`config.mk`:
```
export PLATFORM = sky130hd
export DESIGN_NAME = io_controller
export DESIGN_NICKNAME = d
export VERILOG_FILES = /design/src/verilog/io_pkg.sv /design/src/verilog/dma_chan_regs.sv /design/src/verilog/io_bus_fsm.sv /design/src/verilog/io_controller.sv /design/src/verilog/irq_ctrl.sv /design/src/verilog/mem_ctrl_regs.sv
export SDC_FILE = /design/constraint.sdc
export NUM_CORES = 2
export LEC_CHECK = 0
export ABC_AREA = 0
export BUFFER_PORTS_ARGS = -buffer_cell sky130_fd_sc_hd__buf_2
export CORE_AREA = 10 10 578 353
export DETAILED_ROUTE_END_ITERATION = 16
export DIE_AREA = 0 0 588 363
export PLACE_DENSITY = 0.51
export SLEW_MARGIN = 20
export SYNTH_ARGS = -nofsm -noshare
export SYNTH_HDL_FRONTEND = slang
export SYNTH_SLANG_ARGS = --single-unit
```
`constraint.sdc`:
```
create_clock -name clk -period 40 [get_ports clk]
set_clock_uncertainty 0.15 [all_clocks]
set_input_delay 0 -clock clk [delete_from_list [all_inputs] [get_ports clk]]
set_output_delay 0 -clock clk [all_outputs]
set_load 0.1 [all_outputs]
```
`src/verilog/io_pkg.sv`:
```
`default_nettype none

package io_pkg;

   typedef logic [31:0] word_t;   // one bus word
   typedef logic [3:0]  ben_t;    // one enable per byte lane

   localparam int NUM_DMA_CH = 7;
   localparam int NUM_IRQ    = 11;

   // memory control window, nine words at a stride of 4
   localparam word_t MEM_CTRL_BASE  = 32'h1F80_1000;
   localparam int    MEM_CTRL_COUNT = 9;
   localparam word_t RAM_SIZE_ADDR  = 32'h1F80_1060;

   localparam word_t I_STAT_ADDR = 32'h1F80_1070;
   localparam word_t I_MASK_ADDR = 32'h1F80_1074;

   localparam word_t DMA_BASE  = 32'h1F80_1080;   // channel n at +16*n
   localparam word_t DPCR_ADDR = 32'h1F80_10F0;

   localparam word_t GPU_GP0_ADDR = 32'h1F80_1810;   // write gp0, read gpuread
   localparam word_t GPU_GP1_ADDR = 32'h1F80_1814;   // write gp1, read gpustat

   localparam word_t MEM_CTRL_RESET [0:MEM_CTRL_COUNT-1] = '{
      32'h1F00_0000,   // exp1 base
      32'h1F80_2000,   // exp2 base
      32'h0013_243F,   // exp1 timing
      32'h0000_3022,   // exp3 timing
      32'h0013_243F,   // bios rom timing
      32'h2009_31E1,   // spu timing
      32'h0002_0843,   // cdrom timing
      32'h0007_0777,   // exp2 timing
      32'h0003_1125    // shared delay
   };

   localparam word_t RAM_SIZE_RESET = 32'h0000_0B88;
   localparam word_t DPCR_RESET     = 32'h0765_4321;   // channel priorities

   localparam word_t MADR_STEP = 32'd4;   // one word per transfer

   typedef enum logic [4:0] {
      IDLE  = 5'b00001,
      READ  = 5'b00010,
      LATCH = 5'b00100,
      WRITE = 5'b01000,
      WAIT  = 5'b10000
   } bus_state_e;

   // new bytes replace old ones on the enabled lanes only
   function automatic word_t byte_merge(word_t old_w, word_t new_w, ben_t ben);
      word_t res;
      res = old_w;
      for (int b = 0; b < 4; b++) begin
         if (ben[b]) begin
            res[8*b +: 8] = new_w[8*b +: 8];
         end
      end
      return res;
   endfunction

endpackage

`default_nettype wire

```
`src/verilog/dma_chan_regs.sv`:
```
`timescale 1ns/100ps
`default_nettype none

module dma_chan_regs import io_pkg::*; (
   input  wire logic                   clk,
   input  wire logic                   rst,
   input  wire word_t                  addr_i,
   input  wire word_t                  data_i,
   input  wire ben_t                   ben_i,
   input  wire logic                   wr_stb_i,
   input  wire logic [NUM_DMA_CH-1:0]  madr_new_i,
   input  wire logic [NUM_DMA_CH-1:0]  madr_incr_i,
   input  wire logic [NUM_DMA_CH-1:0]  madr_decr_i,
   input  wire logic [NUM_DMA_CH-1:0]  bcr_decr_i,
   input  wire word_t [NUM_DMA_CH-1:0] madr_load_i,
   output word_t [NUM_DMA_CH-1:0][2:0] dma_ctrl_o,
   output word_t                       dpcr_o,
   output word_t                       rd_data_o,
   output logic                        hit_o
);

   word_t madr_q [0:NUM_DMA_CH-1];
   word_t bcr_q  [0:NUM_DMA_CH-1];
   word_t chcr_q [0:NUM_DMA_CH-1];
   word_t dpcr_q;

   word_t      ch_off;
   logic [2:0] ch_sel;
   logic [1:0] reg_sel;   // 0 madr, 1 bcr, 2 chcr
   logic       ch_hit, dpcr_hit;

   // block size field sits bit-reversed in the low bits
   function automatic logic [5:0] rev6(logic [5:0] v);
      logic [5:0] r;
      for (int i = 0; i < 6; i++) begin
         r[i] = v[5-i];
      end
      return r;
   endfunction

   assign ch_off   = addr_i - DMA_BASE;
   assign ch_sel   = ch_off[6:4];
   assign reg_sel  = ch_off[3:2];
   assign ch_hit   = (ch_off < NUM_DMA_CH * 16) && (ch_off[1:0] == 2'b00) &&
                     (reg_sel != 2'd3);
   assign dpcr_hit = (addr_i == DPCR_ADDR);

   always_ff @(posedge clk or posedge rst) begin
      if (rst) begin
         for (int n = 0; n < NUM_DMA_CH; n++) begin
            madr_q[n] <= '0;
            bcr_q[n]  <= '0;
            chcr_q[n] <= '0;
         end
         dpcr_q <= DPCR_RESET;
      end else begin
         for (int n = 0; n < NUM_DMA_CH; n++) begin
            // bus write to a word overrides the hardware update of that word
            if (wr_stb_i && ch_hit && ch_sel == n && reg_sel == 2'd0) begin
               madr_q[n] <= byte_merge(madr_q[n], data_i, ben_i);
            end else if (madr_new_i[n]) begin
               madr_q[n] <= madr_load_i[n];
            end else if (madr_decr_i[n]) begin   // decrement wins over increment
               madr_q[n] <= madr_q[n] - MADR_STEP;
            end else if (madr_incr_i[n]) begin
               madr_q[n] <= madr_q[n] + MADR_STEP;
            end

            if (wr_stb_i && ch_hit && ch_sel == n && reg_sel == 2'd1) begin
               bcr_q[n] <= byte_merge(bcr_q[n], data_i, ben_i);
            end else if (bcr_decr_i[n]) begin
               bcr_q[n][31:16] <= bcr_q[n][31:16] - {10'b0, rev6(bcr_q[n][5:0])};
            end

            if (wr_stb_i && ch_hit && ch_sel == n && reg_sel == 2'd2) begin
               chcr_q[n] <= byte_merge(chcr_q[n], data_i, ben_i);
            end
         end
         if (wr_stb_i && dpcr_hit) begin
            dpcr_q <= byte_merge(dpcr_q, data_i, ben_i);
         end
      end
   end

   always_comb begin
      for (int n = 0; n < NUM_DMA_CH; n++) begin
         dma_ctrl_o[n] = {chcr_q[n], bcr_q[n], madr_q[n]};
      end
   end

   assign dpcr_o = dpcr_q;
   assign hit_o  = ch_hit | dpcr_hit;

   always_comb begin
      if (ch_hit) begin
         case (reg_sel)
            2'd0:    rd_data_o = madr_q[ch_sel];
            2'd1:    rd_data_o = bcr_q[ch_sel];
            default: rd_data_o = chcr_q[ch_sel];
         endcase
      end else if (dpcr_hit) begin
         rd_data_o = dpcr_q;
      end else begin
         rd_data_o = '0;
      end
   end

endmodule

`default_nettype wire

```
`src/verilog/io_bus_fsm.sv`:
```
`timescale 1ns/100ps
`default_nettype none

module io_bus_fsm import io_pkg::*; (
   input  wire logic  clk,
   input  wire logic  rst,
   input  wire word_t addr_i,
   input  wire word_t data_i,
   input  wire logic  wen_i,
   input  wire logic  ren_i,
   input  wire logic  gpu_rdy_i,
   input  wire logic  gpu_fifo_full_i,
   input  wire word_t gpu_read_i,
   input  wire word_t gpu_stat_i,
   input  wire word_t mem_rd_i,
   input  wire word_t dma_rd_i,
   input  wire word_t irq_rd_i,
   input  wire logic  mem_hit_i,
   input  wire logic  dma_hit_i,
   input  wire logic  irq_hit_i,
   output logic       ack_o,
   output logic       wr_stb_o,
   output word_t      data_o,
   output logic       to_gp0_o,
   output logic       to_gp1_o,
   output word_t      gp0_o,
   output word_t      gp1_o,
   output logic       gpu_ren_o
);

   bus_state_e state_q, state_d;

   logic  is_gp0, is_gp1;
   word_t rd_sel;

   assign is_gp0 = (addr_i == GPU_GP0_ADDR);
   assign is_gp1 = (addr_i == GPU_GP1_ADDR);

   // gpu words first, then whichever register block claims the address
   always_comb begin
      if (is_gp0) begin
         rd_sel = gpu_read_i;
      end else if (is_gp1) begin
         rd_sel = gpu_stat_i;
      end else if (mem_hit_i) begin
         rd_sel = mem_rd_i;
      end else if (dma_hit_i) begin
         rd_sel = dma_rd_i;
      end else if (irq_hit_i) begin
         rd_sel = irq_rd_i;
      end else begin
         rd_sel = '0;   // unmapped
      end
   end

   always_ff @(posedge clk or posedge rst) begin
      if (rst) begin
         state_q <= IDLE;
      end else begin
         state_q <= state_d;
      end
   end

   always_comb begin
      state_d   = state_q;
      ack_o     = 1'b0;
      wr_stb_o  = 1'b0;
      to_gp0_o  = 1'b0;
      to_gp1_o  = 1'b0;
      gp0_o     = '0;
      gp1_o     = '0;
      gpu_ren_o = 1'b0;

      case (state_q)
         IDLE: begin
            if (ren_i) begin
               state_d = READ;
            end else if (wen_i) begin
               state_d = WRITE;
            end
         end
         READ: begin
            state_d = LATCH;   // read data registered on this edge
         end
         LATCH: begin
            if (!is_gp0) begin
               ack_o   = 1'b1;
               state_d = WAIT;
            end else if (gpu_rdy_i) begin
               gpu_ren_o = 1'b1;   // pop gpuread
               ack_o     = 1'b1;
               state_d   = WAIT;
            end
         end
         WRITE: begin
            if (is_gp0) begin
               if (!gpu_fifo_full_i) begin   // hold while command fifo is full
                  to_gp0_o = 1'b1;
                  gp0_o    = data_i;
                  ack_o    = 1'b1;
                  state_d  = WAIT;
               end
            end else if (is_gp1) begin
               to_gp1_o = 1'b1;
               gp1_o    = data_i;
               ack_o    = 1'b1;
               state_d  = WAIT;
            end else begin
               wr_stb_o = 1'b1;   // register blocks decode the address
               ack_o    = 1'b1;
               state_d  = WAIT;
            end
         end
         WAIT: begin
            ack_o = 1'b1;
            if (!wen_i && !ren_i) begin
               state_d = IDLE;
            end
         end
         default: begin
            state_d = IDLE;
         end
      endcase
   end

   // loaded at the end of READ, gp0 data replaces it on the pop edge
   always_ff @(posedge clk or posedge rst) begin
      if (rst) begin
         data_o <= '0;
      end else if (state_q == READ) begin
         data_o <= rd_sel;
      end else if (gpu_ren_o) begin
         data_o <= gpu_read_i;
      end
   end

endmodule

`default_nettype wire

```
`src/verilog/io_controller.sv`:
```
`timescale 1ns/100ps
`default_nettype none

module io_controller import io_pkg::*; (
   input  wire logic                   clk,
   input  wire logic                   rst,

   // cpu side
   input  wire word_t                  addr_i,
   input  wire word_t                  data_i,
   input  wire logic                   wen_i,
   input  wire logic                   ren_i,
   input  wire ben_t                   ben_i,
   output logic                        ack_o,
   output word_t                       data_o,

   // gpu ports
   output logic                        to_gp0_o,
   output logic                        to_gp1_o,
   output word_t                       gp0_o,
   output word_t                       gp1_o,
   output logic                        gpu_ren_o,
   input  wire logic                   gpu_rdy_i,
   input  wire logic                   gpu_fifo_full_i,
   input  wire word_t                  gpu_stat_i,
   input  wire word_t                  gpu_read_i,

   // dma channels
   output word_t                       dpcr_o,
   output word_t [NUM_DMA_CH-1:0][2:0] dma_ctrl_o,
   input  wire logic [NUM_DMA_CH-1:0]  madr_incr_i,
   input  wire logic [NUM_DMA_CH-1:0]  madr_decr_i,
   input  wire logic [NUM_DMA_CH-1:0]  madr_new_i,
   input  wire logic [NUM_DMA_CH-1:0]  bcr_decr_i,
   input  wire word_t [NUM_DMA_CH-1:0] madr_load_i,

   // interrupts
   input  wire logic [NUM_IRQ-1:0]     irq_src_i,
   output logic [NUM_IRQ-1:0]          interrupts_o
);

   logic  wr_stb;
   word_t mem_rd, dma_rd, irq_rd;
   logic  mem_hit, dma_hit, irq_hit;

   io_bus_fsm u_fsm (
      .clk             (clk),
      .rst             (rst),
      .addr_i          (addr_i),
      .data_i          (data_i),
      .wen_i           (wen_i),
      .ren_i           (ren_i),
      .gpu_rdy_i       (gpu_rdy_i),
      .gpu_fifo_full_i (gpu_fifo_full_i),
      .gpu_read_i      (gpu_read_i),
      .gpu_stat_i      (gpu_stat_i),
      .mem_rd_i        (mem_rd),
      .dma_rd_i        (dma_rd),
      .irq_rd_i        (irq_rd),
      .mem_hit_i       (mem_hit),
      .dma_hit_i       (dma_hit),
      .irq_hit_i       (irq_hit),
      .ack_o           (ack_o),
      .wr_stb_o        (wr_stb),
      .data_o          (data_o),
      .to_gp0_o        (to_gp0_o),
      .to_gp1_o        (to_gp1_o),
      .gp0_o           (gp0_o),
      .gp1_o           (gp1_o),
      .gpu_ren_o       (gpu_ren_o)
   );

   mem_ctrl_regs u_mem (
      .clk       (clk),
      .rst       (rst),
      .addr_i    (addr_i),
      .data_i    (data_i),
      .ben_i     (ben_i),
      .wr_stb_i  (wr_stb),
      .rd_data_o (mem_rd),
      .hit_o     (mem_hit)
   );

   dma_chan_regs u_dma (
      .clk         (clk),
      .rst         (rst),
      .addr_i      (addr_i),
      .data_i      (data_i),
      .ben_i       (ben_i),
      .wr_stb_i    (wr_stb),
      .madr_new_i  (madr_new_i),
      .madr_incr_i (madr_incr_i),
      .madr_decr_i (madr_decr_i),
      .bcr_decr_i  (bcr_decr_i),
      .madr_load_i (madr_load_i),
      .dma_ctrl_o  (dma_ctrl_o),
      .dpcr_o      (dpcr_o),
      .rd_data_o   (dma_rd),
      .hit_o       (dma_hit)
   );

   irq_ctrl u_irq (
      .clk          (clk),
      .rst          (rst),
      .addr_i       (addr_i),
      .data_i       (data_i),
      .ben_i        (ben_i),
      .wr_stb_i     (wr_stb),
      .irq_src_i    (irq_src_i),
      .interrupts_o (interrupts_o),
      .rd_data_o    (irq_rd),
      .hit_o        (irq_hit)
   );

endmodule

`default_nettype wire

```
`src/verilog/irq_ctrl.sv`:
```
`timescale 1ns/100ps
`default_nettype none

module irq_ctrl import io_pkg::*; (
   input  wire logic                clk,
   input  wire logic                rst,
   input  wire word_t               addr_i,
   input  wire word_t               data_i,
   input  wire ben_t                ben_i,
   input  wire logic                wr_stb_i,
   input  wire logic [NUM_IRQ-1:0]  irq_src_i,
   output logic [NUM_IRQ-1:0]       interrupts_o,
   output word_t                    rd_data_o,
   output logic                     hit_o
);

   logic [NUM_IRQ-1:0] stat_q, mask_q;
   logic [NUM_IRQ-1:0] stat_clr;
   logic [15:0]        lane_en;
   word_t              mask_merged;
   logic               stat_hit, mask_hit;

   assign stat_hit = (addr_i == I_STAT_ADDR);
   assign mask_hit = (addr_i == I_MASK_ADDR);

   // writing 0 acknowledges, only on the enabled low lanes
   assign lane_en     = {{8{ben_i[1]}}, {8{ben_i[0]}}};
   assign stat_clr    = NUM_IRQ'(lane_en & ~data_i[15:0]);
   assign mask_merged = byte_merge(word_t'(mask_q), data_i, {2'b00, ben_i[1:0]});

   always_ff @(posedge clk or posedge rst) begin
      if (rst) begin
         stat_q <= '0;
         mask_q <= '0;
      end else begin
         if (wr_stb_i && stat_hit) begin
            stat_q <= (stat_q & ~stat_clr) | irq_src_i;   // new source survives the ack
         end else begin
            stat_q <= stat_q | irq_src_i;
         end
         if (wr_stb_i && mask_hit) begin
            mask_q <= mask_merged[NUM_IRQ-1:0];
         end
      end
   end

   assign interrupts_o = stat_q & mask_q;
   assign hit_o        = stat_hit | mask_hit;
   assign rd_data_o    = stat_hit ? word_t'(stat_q) :
                         mask_hit ? word_t'(mask_q) : '0;

endmodule

`default_nettype wire

```
`src/verilog/mem_ctrl_regs.sv`:
```
`timescale 1ns/100ps
`default_nettype none

module mem_ctrl_regs import io_pkg::*; (
   input  wire logic  clk,
   input  wire logic  rst,
   input  wire word_t addr_i,
   input  wire word_t data_i,
   input  wire ben_t  ben_i,
   input  wire logic  wr_stb_i,
   output word_t      rd_data_o,
   output logic       hit_o
);

   localparam int IDX_W = $clog2(MEM_CTRL_COUNT);

   word_t mem_q [0:MEM_CTRL_COUNT-1];   // delay/size words
   word_t ram_size_q;

   word_t             mc_off;
   logic [IDX_W-1:0]  mc_idx;
   logic              mc_hit, ram_hit;

   assign mc_off  = addr_i - MEM_CTRL_BASE;   // wraps high below the base
   assign mc_hit  = (mc_off < MEM_CTRL_COUNT * 4) && (mc_off[1:0] == 2'b00);
   assign mc_idx  = mc_off[2 +: IDX_W];
   assign ram_hit = (addr_i == RAM_SIZE_ADDR);

   always_ff @(posedge clk or posedge rst) begin
      if (rst) begin
         for (int i = 0; i < MEM_CTRL_COUNT; i++) begin
            mem_q[i] <= MEM_CTRL_RESET[i];
         end
         ram_size_q <= RAM_SIZE_RESET;
      end else begin
         if (wr_stb_i && mc_hit) begin
            mem_q[mc_idx] <= byte_merge(mem_q[mc_idx], data_i, ben_i);
         end
         if (wr_stb_i && ram_hit) begin
            ram_size_q <= byte_merge(ram_size_q, data_i, ben_i);
         end
      end
   end

   assign hit_o     = mc_hit | ram_hit;
   assign rd_data_o = mc_hit  ? mem_q[mc_idx] :
                      ram_hit ? ram_size_q    : '0;

endmodule

`default_nettype wire
```
==> impl_metrics.toml <==
[timing]
rsz0062_at_grt = "false"
slew_headroom = 0.183
worstMarginPinSlew_ns = 1.23
setup_viol = 0
fmax_mhz = 123
fin_crit_sh = 0.204
setup_tns_ns = 0
whs_ns = 0.0581
min_period_ns = 8.16
hold_viol_final = 0
slew_viol_final = 0

[status]
status = "finished, final reports clean"

[place]
port_buffers = 1215
globalplace.congestion = 0.963
dp_hpwl_um = 283000

[power]
power.switching_w = 0.00282
power_frac_seq = 0.270
clkPwrFrac = 0.209
intPower_w = 0.00272
netSwitchingFraction = 0.509
powerDensity_mw_per_mm2 = 61.4
vdd_ir_drop_max_mv = 0.0517
p_leak_nw = 41.8
comb_power_share = 0.522

[cts]
cts_buffers = 115
cts.sinks = 1083
cts-root-buf = "clkbuf_16"
clk_pin_slew_ns = 0.06
clockBufferDepth = 3
tritoncts = "done"
htree_levels = 3
postCtsResizedCells = 0
clk_latency_ns = 0.78

[routing]
vias = 69900
firstDrtPassIters = 8
routedWlPerCell_um = 32.4
drtIter0Drc = 8750
routed_wl_um = 384000
drc = 0
ant_nets = 0
via_per_inst = 5.89

[global_routing]
grt-ovfl-total = 0
gr-usage-all-layers = 0.342
grt_pass1_wl_um = 531000
grt_max_degree = 179
grt_pass1_vias = 66700
antenna_found_initial = 87

[die]
die_h_um = 363
initial_core_util = 0.349
io_pins = 1216
coreArea_mm2 = 0.193
std_cell_rows = 125
die_area_mm2 = 0.213
die_width_um = 588

[logic_synthesis]
synth_mux_area_frac = 0.153
synth_edf_count = 0
yosysWarnings = 0
synth-adder-area-share = 0.0486
syn_area_per_cell_um2 = 9.48
ys.flop_type = "dfrtp_1"
synthCells = 7105
synth_xor_area_frac = 0.0230
ys_types = 105
synth_area_mm2 = 0.0674
synth-compound-area-share = 0.185
synth_seq_cells = 1083
yosys.area_share.simple = 0.151
synthArstFlopShare = 1.00
synth_top_family_by_area = "compound AO/OA/AOI/OAI gates"
seq_area_frac_synth = 0.404
synth_fp_nets = 7759

[critical_path]
critPathLaunchType = "input port"
arrival_ns = 8.77
worstPathRequired_ns = 40.61
reg2reg_slack_ns = 33.97
worstSetupPathType = "in2async"
worstPathMaxFanout = 178
cp-end-kind = "async pin"

[cells_and_area]
areaGrowthSynthToFinish_pct = 33.9
drive_gt1_frac = 0.259
final_nets = 9773

[min_path]
hp-class = "in2reg"

[flow_run]
maxCapViolCount = 0
-- flip-flops by register name (all words and copies together) (netlist names) --
register	cells
u_dma.dma_ctrl_o	672
u_mem.mem_q	288
u_dma.dpcr_o	32
u_fsm.data_o	32
u_mem.ram_size_q	32
u_irq.mask_q	11
u_irq.stat_q	11
u_fsm.state_q	5
-- layout by cell type (no fill, tap or decap), drive strengths merged, types with 90 or more instances in the layout --
cell type,Yosys,final
buf,140,1350
dfrtp,993,993
nand3,111,111
o21ai,855,855
ha,239,239
mux4,173,173
mux2,414,414
mux2i,174,174
dfstp,90,90
o211ai,93,93
nor3,133,133
inv,154,159
nor2,487,487
a21oi,405,405
xnor2,98,98
and2,112,112
dlygate4sd3,0,996
nand2,982,982
clkbuf,310,165
-- synth_stat cells (31+ instances only) --
library cell	instances	area share
a211oi_1	61	0.0068
a21o_1	80	0.0089
a21oi_1	405	0.030
a221o_1	45	0.0067
a222oi_1	31	0.0046
a22oi_1	44	0.0049
a31oi_1	71	0.0066
and2_1	103	0.0096
and3_1	32	0.0030
buf_1	69	0.0038
buf_2	66	0.0049
clkbuf_1	310	0.017
dfrtp_1	993	0.37
dfstp_2	90	0.035
ha_1	239	0.044
inv_1	153	0.0085
mux2_2	414	0.069
mux2i_1	174	0.026
mux4_2	173	0.058
nand2_1	942	0.052
nand2_2	36	0.0033
nand2b_1	88	0.0082
nand3_1	105	0.0078
nor2_1	468	0.026
nor2b_1	86	0.0080
nor3_1	129	0.0096
o211ai_1	93	0.010
o21a_1	45	0.0050
o21ai_0	827	0.061
o22ai_1	61	0.0057
or3_1	48	0.0045
xnor2_1	98	0.013
xor2_1	79	0.010
-- routing by layer --
| layer | track usage | vias up | wire length [um] |
|---|---|---|---|
| met4 | 0.141 | 40 | 18700 |
| li1 | - | 30000 | - |
| met2 | 0.499 | 4017 | 161000 |
| met5 | 0.00881 | - | 265 |
| met3 | 0.125 | 791 | 46100 |
| met1 | 0.458 | 35000 | 158000 |
-- layout make-up --
cell class              instances  area, um2
clock inverters                55        603
clock buffers                 164       3340
multi-input cells            5417      37900
flip-flops and latches       1083      27200
inverters                     155        589
well taps                    2603       3260
repair buffers               2347      17200
fillers                     18600     103000
diodes                         44        110
-- path summary, 6_finish.rpt --
path | startpoint | to | depth (start not counted)
setup / recovery | rst | u_dma.dma_ctrl_o[425]$_DFFE_PP0P_ | 12
hold / removal | madr_incr_i[6] | u_dma.dma_ctrl_o[592]$_DFFE_PP0P_ | 4
setup reg to reg | u_dma.dma_ctrl_o[194]$_DFFE_PP0P_ | u_dma.dma_ctrl_o[210]$_DFFE_PP0P_ | 17
hold reg to reg | u_mem.mem_q[83]$_DFFE_PP0P_ | u_mem.mem_q[83]$_DFFE_PP0P_ | 2
max in group clk | addr_i[11] | u_dma.dma_ctrl_o[415]$_DFFE_PP0P_ | 18
min in group asynchronous | rst | u_dma.dma_ctrl_o[356]$_DFFE_PP0P_ | 4
-- timing repair --
item / 4_1_cts / 5_1_grt
hold buffers: 996 / 0
endpoints found under the hold margin: 961 / 0
setup buffers: 0 / 0
-- power groups by stage --
stage | Clock (W) | Combinational [W] | Sequential, W
global route | 0.00121 | 0.00304 | 0.00149
detailed placement | 0 | 0.00256 | 0.00149
finish | 0.00116 | 0.00289 | 0.00149
CTS | 0.00117 | 0.00284 | 0.00147
floorplan | 0 | 0.000946 | 0.00235
global placement | 0 | 0.00254 | 0.00149
-- logic make-up after synthesis --
group / count (synthesis)
simple gates: 2191
compound gates: 2035
mux: 761
xor+xnor: 177
flops: 1083
buf+inv: 605
fa+ha+maj: 253
-- worst max-delay path, stage by stage --
cell           delay, ns
dlygate4sd3_1       0.53
buf_2               0.12
dlygate4sd3_1       0.62
inv_8               0.46
buf_4               0.80
buf_4               0.87
buf_4               0.78
buf_12              0.71
buf_4               0.90
buf_4               0.82
buf_4               0.86
buf_4               0.84
-- through the flow --
step	utilization	total power, W	setup WS [ns]	instance area (um2)	instances
6_report	0.468	0.00554	31.84	90200	11900
3_5_place_dp	0.395	0.00405	31.85	76200	10600
4_1_cts	0.467	0.00548	31.56	90100	11800
3_3_place_gp	0.395	0.00404	31.96	76200	10600
5_1_grt	0.467	0.00574	30.63	90200	11900
2_1_floorplan	-	0.00330	9.51	67400	7105
Power figures use the tool's default switching activity.
